## src/hw/rv_isa_pkg.sv

```systemverilog
// RV32I only: fixed 32-bit widths, no compressed or M-extension encodings
package rv_isa_pkg;

        // ----------------------------------------
        // widths
        // ----------------------------------------
        localparam int XLEN       = 32;
        localparam int REG_ADDR_W = 5;
        localparam int SHAMT_W    = 5;
        localparam int FUNCT3_W   = 3;

        // ----------------------------------------
        // instruction field positions
        // ----------------------------------------
        localparam int FUNCT3_LSB = 12;
        localparam int RD_LSB     = 7;

        // set for OP (register-register), clear for OP-IMM
        localparam int OPCODE_RTYPE_BIT = 5;

        // SUB and SRA select
        localparam int ALT_BIT = 30;

        localparam int I_IMM_LSB = 20;
        localparam int I_IMM_W   = XLEN - I_IMM_LSB;
        localparam int U_IMM_LSB = 12;

        // link address step, no compressed instructions
        localparam int INSTR_BYTES = 4;

        // ----------------------------------------
        // types
        // ----------------------------------------
        typedef logic [XLEN - 1 : 0]       xlen_t;
        typedef logic [XLEN - 1 : 0]       pc_t;
        typedef logic [XLEN - 1 : 0]       instr_t;
        typedef logic [REG_ADDR_W - 1 : 0] reg_addr_t;
        typedef logic [SHAMT_W - 1 : 0]    shamt_t;
        typedef logic [FUNCT3_W - 1 : 0]   funct3_t;

        // OP / OP-IMM funct3
        typedef enum logic [FUNCT3_W - 1 : 0] {
                alu_add_sub = 3'b000,
                alu_sll     = 3'b001,
                alu_slt     = 3'b010,
                alu_sltu    = 3'b011,
                alu_xor     = 3'b100,
                alu_srl_sra = 3'b101,
                alu_or      = 3'b110,
                alu_and     = 3'b111
        } alu_op_e;

        // BRANCH funct3, 3'b010 and 3'b011 are reserved
        typedef enum logic [FUNCT3_W - 1 : 0] {
                branch_beq  = 3'b000,
                branch_bne  = 3'b001,
                branch_blt  = 3'b100,
                branch_bge  = 3'b101,
                branch_bltu = 3'b110,
                branch_bgeu = 3'b111
        } branch_op_e;

endpackage

```

## src/hw/exe_pkg.sv

```systemverilog
// execute stage bundles; ctl flags arrive already decoded, one issue per cycle, no stall
package exe_pkg;

        // ----------------------------------------
        // decoded flags from the decode stage
        // ----------------------------------------
        typedef struct packed {
                logic load_y_from_imm;
                logic save_to_rd;
                logic lui;
                logic auipc;
                logic jal;
                logic jalr;
                logic branch;
        } exe_ctl_t;

        // stage register contents, ctl is zero on idle cycles
        typedef struct packed {
                logic               valid;
                rv_isa_pkg::xlen_t  x;
                rv_isa_pkg::xlen_t  y;
                rv_isa_pkg::instr_t ir;
                rv_isa_pkg::pc_t    pc;
                exe_ctl_t           ctl;
        } exe_latched_t;

        // ----------------------------------------
        // stage outputs
        // ----------------------------------------
        typedef struct packed {
                logic                  enable;
                rv_isa_pkg::reg_addr_t rd_addr;
                logic                  save_to_rd;
                rv_isa_pkg::xlen_t     data;
        } exe_result_t;

        typedef struct packed {
                logic            branch_taken;
                rv_isa_pkg::pc_t branch_addr;
                logic            jal;
                rv_isa_pkg::pc_t jal_addr;
                logic            jalr;
                rv_isa_pkg::pc_t jalr_addr;
        } exe_redirect_t;

endpackage

```

## src/hw/exe_stage_regs.sv

```systemverilog
// captures every cycle; only valid and ctl depend on enable_i, so payload may hold junk when idle
`timescale 1ns/100ps

module exe_stage_regs (
        input  logic                     clk,
        input  logic                     reset_n,
        input  logic                     enable_i,
        input  rv_isa_pkg::instr_t       ir_i,
        input  rv_isa_pkg::pc_t          pc_i,
        input  rv_isa_pkg::xlen_t        rs1_i,
        input  rv_isa_pkg::xlen_t        rs2_i,
        input  exe_pkg::exe_ctl_t        ctl_i,
        output exe_pkg::exe_latched_t    latched_o
);

        import rv_isa_pkg::*;
        import exe_pkg::*;

        xlen_t    i_imm;
        xlen_t    y_next;
        exe_ctl_t ctl_gated;

        // ----------------------------------------
        // operand steering
        // ----------------------------------------

        // I-type immediate, sign extended from bit 31
        assign i_imm = {{(XLEN - I_IMM_W){ir_i[XLEN - 1]}}, ir_i[XLEN - 1 : I_IMM_LSB]};

        // OP-IMM and JALR style operand in place of rs2
        assign y_next = ctl_i.load_y_from_imm ? i_imm : rs2_i;

        // idle cycles must not leave a write or redirect behind
        assign ctl_gated = enable_i ? ctl_i : '0;

        // ----------------------------------------
        // stage register
        // ----------------------------------------
        always_ff @(posedge clk or negedge reset_n) begin
                if (!reset_n) begin
                        latched_o <= '0;
                end else begin
                        latched_o.x     <= rs1_i;
                        latched_o.y     <= y_next;
                        latched_o.ir    <= ir_i;
                        latched_o.pc    <= pc_i;

                        // one cycle marker for the write-back enable
                        latched_o.valid <= enable_i;
                        latched_o.ctl   <= ctl_gated;
                end
        end

endmodule

```

## src/hw/exe_alu.sv

```systemverilog
// combinational RV32I ALU; funct3 taken from the latched instruction, no M extension
`timescale 1ns/100ps

module exe_alu (
        input  exe_pkg::exe_latched_t latched_i,
        output rv_isa_pkg::xlen_t     alu_data_o
);

        import rv_isa_pkg::*;

        xlen_t   x;
        xlen_t   y;
        shamt_t  shamt;
        funct3_t funct3;
        alu_op_e op;
        logic    sub_sel;
        logic    sra_sel;

        assign x      = latched_i.x;
        assign y      = latched_i.y;
        assign shamt  = y[SHAMT_W - 1 : 0];
        assign funct3 = latched_i.ir[FUNCT3_LSB +: FUNCT3_W];
        assign op     = alu_op_e'(funct3);

        // ADDI has bit 30 as part of the immediate, so only OP may subtract
        assign sub_sel = latched_i.ir[OPCODE_RTYPE_BIT] & latched_i.ir[ALT_BIT];

        // shift immediates keep bit 30 clear for SRLI, so no format check
        assign sra_sel = latched_i.ir[ALT_BIT];

        // ----------------------------------------
        // operation select
        // ----------------------------------------
        always_comb begin
                case (op)
                        alu_add_sub: begin
                                alu_data_o = sub_sel ? (x - y) : (x + y);
                        end
                        alu_sll: begin
                                alu_data_o = x << shamt;
                        end
                        alu_slt: begin
                                alu_data_o = xlen_t'($signed(x) < $signed(y));
                        end
                        alu_sltu: begin
                                alu_data_o = xlen_t'(x < y);
                        end
                        alu_xor: begin
                                alu_data_o = x ^ y;
                        end
                        alu_srl_sra: begin
                                alu_data_o = sra_sel ? xlen_t'($signed(x) >>> shamt) : (x >> shamt);
                        end
                        alu_or: begin
                                alu_data_o = x | y;
                        end
                        alu_and: begin
                                alu_data_o = x & y;
                        end
                        default: begin
                                alu_data_o = '0;
                        end
                endcase
        end

endmodule

```

## src/hw/exe_flow_unit.sv

```systemverilog
// branch and jump redirect; targets always computed, flags qualified by the gated ctl
`timescale 1ns/100ps

module exe_flow_unit (
        input  exe_pkg::exe_latched_t  latched_i,
        output exe_pkg::exe_redirect_t redirect_o
);

        import rv_isa_pkg::*;

        instr_t     ir;
        xlen_t      x;
        xlen_t      y;
        funct3_t    funct3;
        branch_op_e op;
        xlen_t      b_imm;
        xlen_t      j_imm;
        xlen_t      i_imm;
        xlen_t      jalr_sum;
        logic       eq;
        logic       lt_s;
        logic       lt_u;
        logic       cmp;

        assign ir     = latched_i.ir;
        assign x      = latched_i.x;
        assign y      = latched_i.y;
        assign funct3 = ir[FUNCT3_LSB +: FUNCT3_W];
        assign op     = branch_op_e'(funct3);

        // ----------------------------------------
        // immediates
        // ----------------------------------------
        assign b_imm = {{(XLEN - 12){ir[31]}}, ir[7], ir[30 : 25], ir[11 : 8], 1'b0};
        assign j_imm = {{(XLEN - 20){ir[31]}}, ir[19 : 12], ir[20], ir[30 : 21], 1'b0};
        assign i_imm = {{(XLEN - I_IMM_W){ir[XLEN - 1]}}, ir[XLEN - 1 : I_IMM_LSB]};

        // ----------------------------------------
        // branch compare
        // ----------------------------------------
        assign eq   = (x == y);
        assign lt_s = ($signed(x) < $signed(y));
        assign lt_u = (x < y);

        always_comb begin
                case (op)
                        branch_beq:  cmp = eq;
                        branch_bne:  cmp = ~eq;
                        branch_blt:  cmp = lt_s;
                        branch_bge:  cmp = ~lt_s;
                        branch_bltu: cmp = lt_u;
                        branch_bgeu: cmp = ~lt_u;
                        // reserved encodings fall through
                        default:     cmp = 1'b0;
                endcase
        end

        // ----------------------------------------
        // targets
        // ----------------------------------------
        assign jalr_sum = x + i_imm;

        assign redirect_o.branch_taken = latched_i.ctl.branch & cmp;
        assign redirect_o.branch_addr  = latched_i.pc + b_imm;
        assign redirect_o.jal          = latched_i.ctl.jal;
        assign redirect_o.jal_addr     = latched_i.pc + j_imm;
        assign redirect_o.jalr         = latched_i.ctl.jalr;

        // bit 0 dropped per the JALR definition
        assign redirect_o.jalr_addr    = {jalr_sum[XLEN - 1 : 1], 1'b0};

endmodule

```

## src/hw/exe_writeback.sv

```systemverilog
// write-back select; the consumer must take result_o in the cycle enable is high
`timescale 1ns/100ps

module exe_writeback (
        input  exe_pkg::exe_latched_t latched_i,
        input  rv_isa_pkg::xlen_t     alu_data_i,
        output exe_pkg::exe_result_t  result_o
);

        import rv_isa_pkg::*;

        xlen_t lui_val;
        xlen_t auipc_val;
        xlen_t link_val;

        // ----------------------------------------
        // U-type and link values
        // ----------------------------------------
        assign lui_val   = {latched_i.ir[XLEN - 1 : U_IMM_LSB], {U_IMM_LSB{1'b0}}};
        assign auipc_val = lui_val + latched_i.pc;
        assign link_val  = latched_i.pc + xlen_t'(INSTR_BYTES);

        // ----------------------------------------
        // data select, first match wins
        // ----------------------------------------
        always_comb begin
                if (latched_i.ctl.lui) begin
                        result_o.data = lui_val;
                end else if (latched_i.ctl.auipc) begin
                        result_o.data = auipc_val;
                end else if (latched_i.ctl.jal | latched_i.ctl.jalr) begin
                        result_o.data = link_val;
                end else begin
                        result_o.data = alu_data_i;
                end
        end

        assign result_o.enable     = latched_i.valid;
        assign result_o.rd_addr    = latched_i.ir[RD_LSB +: REG_ADDR_W];
        assign result_o.save_to_rd = latched_i.ctl.save_to_rd;

endmodule

```

## src/hw/exe_unit.sv

```systemverilog
// RV32I execute stage, one cycle issue to result, no back-pressure, no CSR or mul/div
`timescale 1ns/100ps

module exe_unit (
        input  logic                   clk,
        input  logic                   reset_n,
        input  logic                   enable_i,
        input  rv_isa_pkg::instr_t     ir_i,
        input  rv_isa_pkg::pc_t        pc_i,
        input  rv_isa_pkg::xlen_t      rs1_i,
        input  rv_isa_pkg::xlen_t      rs2_i,
        input  exe_pkg::exe_ctl_t      ctl_i,
        output exe_pkg::exe_result_t   result_o,
        output exe_pkg::exe_redirect_t redirect_o
);

        import rv_isa_pkg::*;
        import exe_pkg::*;

        exe_latched_t latched;
        xlen_t        alu_data;

        // ----------------------------------------
        // stage register
        // ----------------------------------------
        exe_stage_regs u_stage_regs (
                .clk       (clk),
                .reset_n   (reset_n),
                .enable_i  (enable_i),
                .ir_i      (ir_i),
                .pc_i      (pc_i),
                .rs1_i     (rs1_i),
                .rs2_i     (rs2_i),
                .ctl_i     (ctl_i),
                .latched_o (latched)
        );

        // ----------------------------------------
        // datapath, all combinational
        // ----------------------------------------
        exe_alu u_alu (
                .latched_i  (latched),
                .alu_data_o (alu_data)
        );

        exe_flow_unit u_flow_unit (
                .latched_i  (latched),
                .redirect_o (redirect_o)
        );

        exe_writeback u_writeback (
                .latched_i  (latched),
                .alu_data_i (alu_data),
                .result_o   (result_o)
        );

endmodule

```

## config.mk

```make
export PLATFORM = sky130hd
export DESIGN_NAME = exe_unit
export DESIGN_NICKNAME = d
export VERILOG_FILES = /design/src/hw/rv_isa_pkg.sv /design/src/hw/exe_pkg.sv /design/src/hw/exe_stage_regs.sv /design/src/hw/exe_alu.sv /design/src/hw/exe_flow_unit.sv /design/src/hw/exe_writeback.sv /design/src/hw/exe_unit.sv
export SDC_FILE = /design/constraint.sdc
export NUM_CORES = 1
export LEC_CHECK = 0
export ABC_AREA = 0
export BUFFER_PORTS_ARGS = -buffer_cell sky130_fd_sc_hd__buf_2
export CORE_ASPECT_RATIO = 2
export CORE_MARGIN = 8
export CORE_UTILIZATION = 60
export DETAILED_ROUTE_END_ITERATION = 6
export PLACE_DENSITY = 0.89
export SYNTH_ARGS = -nofsm -noshare
export SYNTH_HDL_FRONTEND = slang
export SYNTH_SLANG_ARGS = --single-unit
export TNS_END_PERCENT = 5
```

## constraint.sdc

```tcl
create_clock -name clk -period 8.28 [get_ports clk]
set_clock_uncertainty 0.2 [all_clocks]
set_input_delay 0.828 -clock clk [delete_from_list [all_inputs] [get_ports clk]]
set_output_delay 0.828 -clock clk [all_outputs]
set_load 0.02 [all_outputs]
```

# Word-level counts from Yosys, hierarchy flattened
# Index checks and enable logic that the tools add are counted.
[totals]
register_bits = 135
input_bits = 138
elab_cells = 50
[classes]
add_sub_neg = 7
magnitude_cmp = 2
eq_ne = 8
shifts = 3
mux = 9
n_bitwise = 9
reduce_logical = 1
[ops]
columns = ["cell", "n"]
rows = [
  ["one-hot mux 32 bit (8 select lines)", 1],
  ["two-way mux 32 bit", 6],
  ["adder 32 bit", 5],
  ["< comparator 32 bit", 2],
  ["adder 32 x 3 -> 32 bit (second input constant)", 1],
  ["bitwise AND 32 bit", 1],
  ["== test 32 bit", 1],
  ["OR 32 bit", 1],
  ["<< shifter 32 x 5 -> 32 bit", 1],
  [">> shifter 32 x 5 -> 32 bit", 1],
  [">>> shifter 32 x 5 -> 32 bit", 1],
  ["subtractor 32 bit", 1],
  ["XOR 32 bit", 1],
  ["== test 3 bit (second input constant)", 4],
  ["== test 3 x 2 -> 1 bit (second input constant)", 2],
  ["two-way mux 6 bit", 1],
  ["one-hot mux 1 bit (6 select lines)", 1],
  ["== test 3 x 1 -> 1 bit (second input constant)", 1],
  ["logical NOT 3 bit", 1],
  ["NOT 1 bit", 3],
  ["bitwise AND 1 bit", 2],
  ["OR 1 bit", 1],
]

# Logic depth before layout (Yosys ltp)
[depth]
word_depth = 6
mapped_depth = 15
mapped_depth_nobuf = 13

# Hierarchy
# From an unflattened synthesis, not the netlist that was laid out.
[hier_totals]
cells_unflattened = 2573
area_unflattened_um2 = 20293.2
[by_module_without_submodules]
columns = ["mod", "instances", "cells_each", "area_each_um2", "seq_area_each_um2"]
rows = [
  ["exe_alu", 1, 1296, 8848.5, 0.0],
  ["exe_flow_unit", 1, 709, 5037.3, 0.0],
  ["exe_stage_regs", 1, 181, 3995.1, 3403.3],
  ["exe_writeback", 1, 387, 2412.3, 0.0],
]

# Least setup slack after synthesis
# Ideal clock, no wire load.
[synth_timing]
path_kind = "reg2out"
startpoint = "reg, netlist name u_stage_regs.latched_o[73]"
endpoint = "out redirect_o[98] (netlist name)"
arrival_ps = 4117
t_required_ps = 7252
slack_ps = 3135
stages_incl_launch_ff = 16
cell_sequence = "dfrtp_1 clkbuf_1 inv_2 buf_1 clkbuf_1 ha_1 buf_2 nor2b_1 o21ai_0 a2111oi_4 nor3_2 nor3_2 nor2_1 o311a_1 o211a_1 a311oi_1"
[synth_lines]
columns = ["element", "line", "rtl"]
rows = [
  ["end: declaration", "exe_unit.sv:14", "output exe_pkg::exe_redirect_t redirect_o"],
]

==> summary.txt <==
Power
  • Leakage power: 9.33 nW
  • VDD IR max: 0.000169 V
  • Tot Pwr: 3.27 mW
  • Power per standard cell area: 159 mW/mm²

Clock network
  • Post-CTS Setup Bufs: 0
  • Cts repair resizes: 0
  • Clk buf depth: 2
  • CTS tree: built
  • Clock transition at path regs: 0.08 ns
  • Num CTS Buffers: 17
  • Root Buffer: clkbuf_16
  • CTS H-tree depth: 4
  • TritonCTS sink count: 129
  • Cts hold-fix bufs: 0

Global routing
  • GRT Max-Usage Layer: met2
  • Remaining global-route overflow: 0
  • GR Layer Usage met3: between 10 and 15%
  • Global-route wire length before repair: 125 mm
  • Initial antenna violation count: 3
  • Total GRT Usage: 44.9%
  • Vias in the first global route: 20,200
  • Met2 usage: 70.4%
  • Global routing usage on met1: 50.6%
  • Largest net degree at the start of global routing: 74

Floorplanning
  • I/O pin count: between 200 and 300
  • Initial core utilization: 60.3%
  • CORE AREA: 0.0305 mm²
  • Cell row count: 91
  • Width of the die: 140 µm
  • Chip height: 264 µm
  • Die Area: 0.0369 mm²

Timing
  • Hold Violations, Final: 0
  • Final period util: 78.9%
  • Slew @ Worst Pin: 1.23 ns
  • Fmax: 153 MHz
  • Setup TNS: 0 ns
  • Final period demand of the worst path: 6.53 ns
  • Rel. slew slack: about 16%
  • Slew Viols, Final: 0
  • Final setup viols: 0
  • RSZ-0062 raised after global routing: no

Routing
  • # DRC: 7
  • Final wirelength: 84.9 mm
  • Total number of vias: 21,200
  • DRT Pass-1 Iters: 7
  • Antenna-violating nets left: 0
  • Routed length per instance: 29.1 µm
  • Initial DRC Count: 3,487
  • Vias/cell: between 7 and 8

Setup path
  • Worst Setup Path Type: flop to output pin
  • End point of the critical path: result_o[19]
  • Critical path, cell by cell: inv_1 -> ha_1 -> or3b_1 -> a31oi_1 -> a2111oi_1 -> or4b_1 -> nand2_1 -> a2111oi_0 -> nor4b_1 -> nor3b_1 -> o21ai_1 -> buf_2
  • Slowest cell on crit path: nor3b_1
  • Critical Path RT: 7.25 ns
  • CP endpoint kind: output pin
  • Critical Path AT: around 5.5 ns
  • Worst stage delay on the critical path: 0.85 ns
  • Critical path origin: u_stage_regs.latched_o[75]$_DFF_PN0_
  • Max FO, Critical Path: 22
  • Worst Setup Start Kind: flop

Min path
  • Worst hold path class: input port to asynchronous set/reset pin

Layout
  • Biggest register: u_stage_regs.latched_o
  • Top Registers: u_stage_regs.latched_o: 129 flops
  • Final Util: 67.2%
  • Share of cells above drive strength 1: 18.1%
  • Filler cell count: around 2,600
  • P&R area growth vs syn: 11.4%
  • Max reg flops: roughly 130
  • Final net count: 2,855

Synth
  • Ys async rst share: 100%
  • Post-synth cell types: 88
  • Syn avg cell area: 7.81 µm²
  • Syn nets: 2,682
  • Area leader, netlist: dfrtp_1
  • Cells after Synth: 2,356
  • Post-synthesis cell area: 0.0184 mm²
  • Top cell type's share of synthesized area: 17.5%
  • Top post-synthesis cells by area: dfrtp_1, ha_1, mux4_2, a21oi_1, nor2_1
  • Top FF cell, synth: dfrtp_1
  • Seq cells post-synth: 129
  • YS warnings: 0
  • Post-synth EDFFs: 0
  • Register area share after synthesis: 17.5%

Run status
  • Status: finished with violations
  • Failing checks: design-rule violations

Placement
  • Placer Congestion: ~1.1
  • HPWL after detailed placement: 63.9 mm
  • IO buf count: 268

Flow run
  • Max-Cap Viols: 0
-- worst min path at each step --
stage	cells past startpoint	slack, ns	startpoint	end
after global routing	1	0.18	reset_n	u_stage_regs.latched_o[102]$_DFF_PN0_
after global placement	1	0.63	reset_n	u_stage_regs.latched_o[126]$_DFF_PN0_
after CTS	1	0.13	reset_n	u_stage_regs.latched_o[102]$_DFF_PN0_
final	1	0.13	reset_n	u_stage_regs.latched_o[102]$_DFF_PN0_
after floorplan	0	0.33	reset_n	u_stage_regs.latched_o[0]$_DFF_PN0_
after detailed placement	1	0.64	reset_n	u_stage_regs.latched_o[130]$_DFF_PN0_
-- per-stage QoR --
step	setup slack, ns	cell area [µm²]	hold WS, ns	cells
floorplan	3.14	18400	0.332	2356
global placement	2.57	19900	0.629	2882
detailed placement	2.50	19900	0.638	2882
CTS	2.00	20500	0.134	2914
global route	1.53	20500	0.185	2914
finish	1.75	20500	0.129	2917
-- Yosys cell counts, types with 12 or more instances --
cell,instances
mux2i_1,39
xnor2_1,85
o221ai_1,12
clkbuf_1,108
xor2_1,45
o211ai_1,25
a22oi_1,15
and3_1,18
o21bai_1,18
mux4_2,60
nor4_1,18
nor2b_1,25
a21o_1,58
inv_1,153
a211oi_1,37
o31ai_1,18
o31a_1,13
o21ai_0,169
nand3_1,49
nor3_1,75
o22ai_1,21
dfrtp_1,129
buf_4,14
o21a_1,20
ha_1,182
buf_1,21
or3_1,18
nand2_1,175
a31oi_1,30
mux2_2,20
a21oi_1,199
nor2_1,229
a221oi_1,28
nand2b_1,15
nand4_1,18
and2_1,16
-- per-layer routing --
layer | up-vias | wire length (µm)
met3 | 490 | 10800
li1 | 9062 | -
met5 | - | 32
met4 | 2 | 8400
met1 | 9825 | 27800
met2 | 1807 | 37900
-- layout by cell type (no fill, tap or decap), types with 25 or more instances in the layout --
cell and instances:
a221oi_1 28, mux4_2 60, nand3_1 49, xor2_1 45, mux2i_1 39, xnor2_1 85
a211oi_1 37, ha_1 182, nor2_1 229, o21ai_0 169, buf_2 267, a21oi_1 199
nor2b_1 25, a21o_1 58, buf_4 39, a31oi_1 30, dfrtp_1 123, nand2_1 175
inv_1 153, o211ai_1 25, nor3_1 71
-- logic make-up (layout without fill, tap and decap cells) --
kind of cell	Yosys count	count (layout)	synth area share, %
AO/OA/AOI/OAI	781	781	28.1
XOR/XNOR	130	130	6.18
adder cells (fa/ha/maj)	188	188	13.0
buffers and inverters	310	496	6.71
flip-flops	129	129	17.5
multiplexers	119	119	10.7
other	1	4	0.0204
AND/OR/NAND/NOR	698	698	17.8
-- where the power goes --
| part | switching [mW] | internal, mW | leakage (nW) | total (mW) |
|---|---|---|---|---|
| registers | 0.0799 | 0.666 | 1.51 | 0.746 |
| clock network | 0.378 | 0.429 | 0.287 | 0.807 |
| logic | 1.11 | 0.602 | 7.53 | 1.71 |
| total | 1.57 | 1.70 | 9.33 | 3.27 |
-- cell type report --
cell class,instances,area [µm²],share of cell area [%]
multi-input cells,1917,14000,68.1
clock inverters,15,166,0.811
diodes,3,7.51,0.0366
flip-flops and latches,129,3240,15.8
well taps,372,465,2.27
inverters,157,589,2.87
clock buffers,17,425,2.07
repair buffers,307,1640,8.00
-- critical path: cells and delay by family (launching register included) --
kind,cells,cell delay (ns)
flops,1,0.38
buf+inv,2,1.03
compound gates,4,1.61
simple gates,5,1.50
fa+ha+maj,1,0.51
No activity file was read; power rests on OpenSTA's default activity.
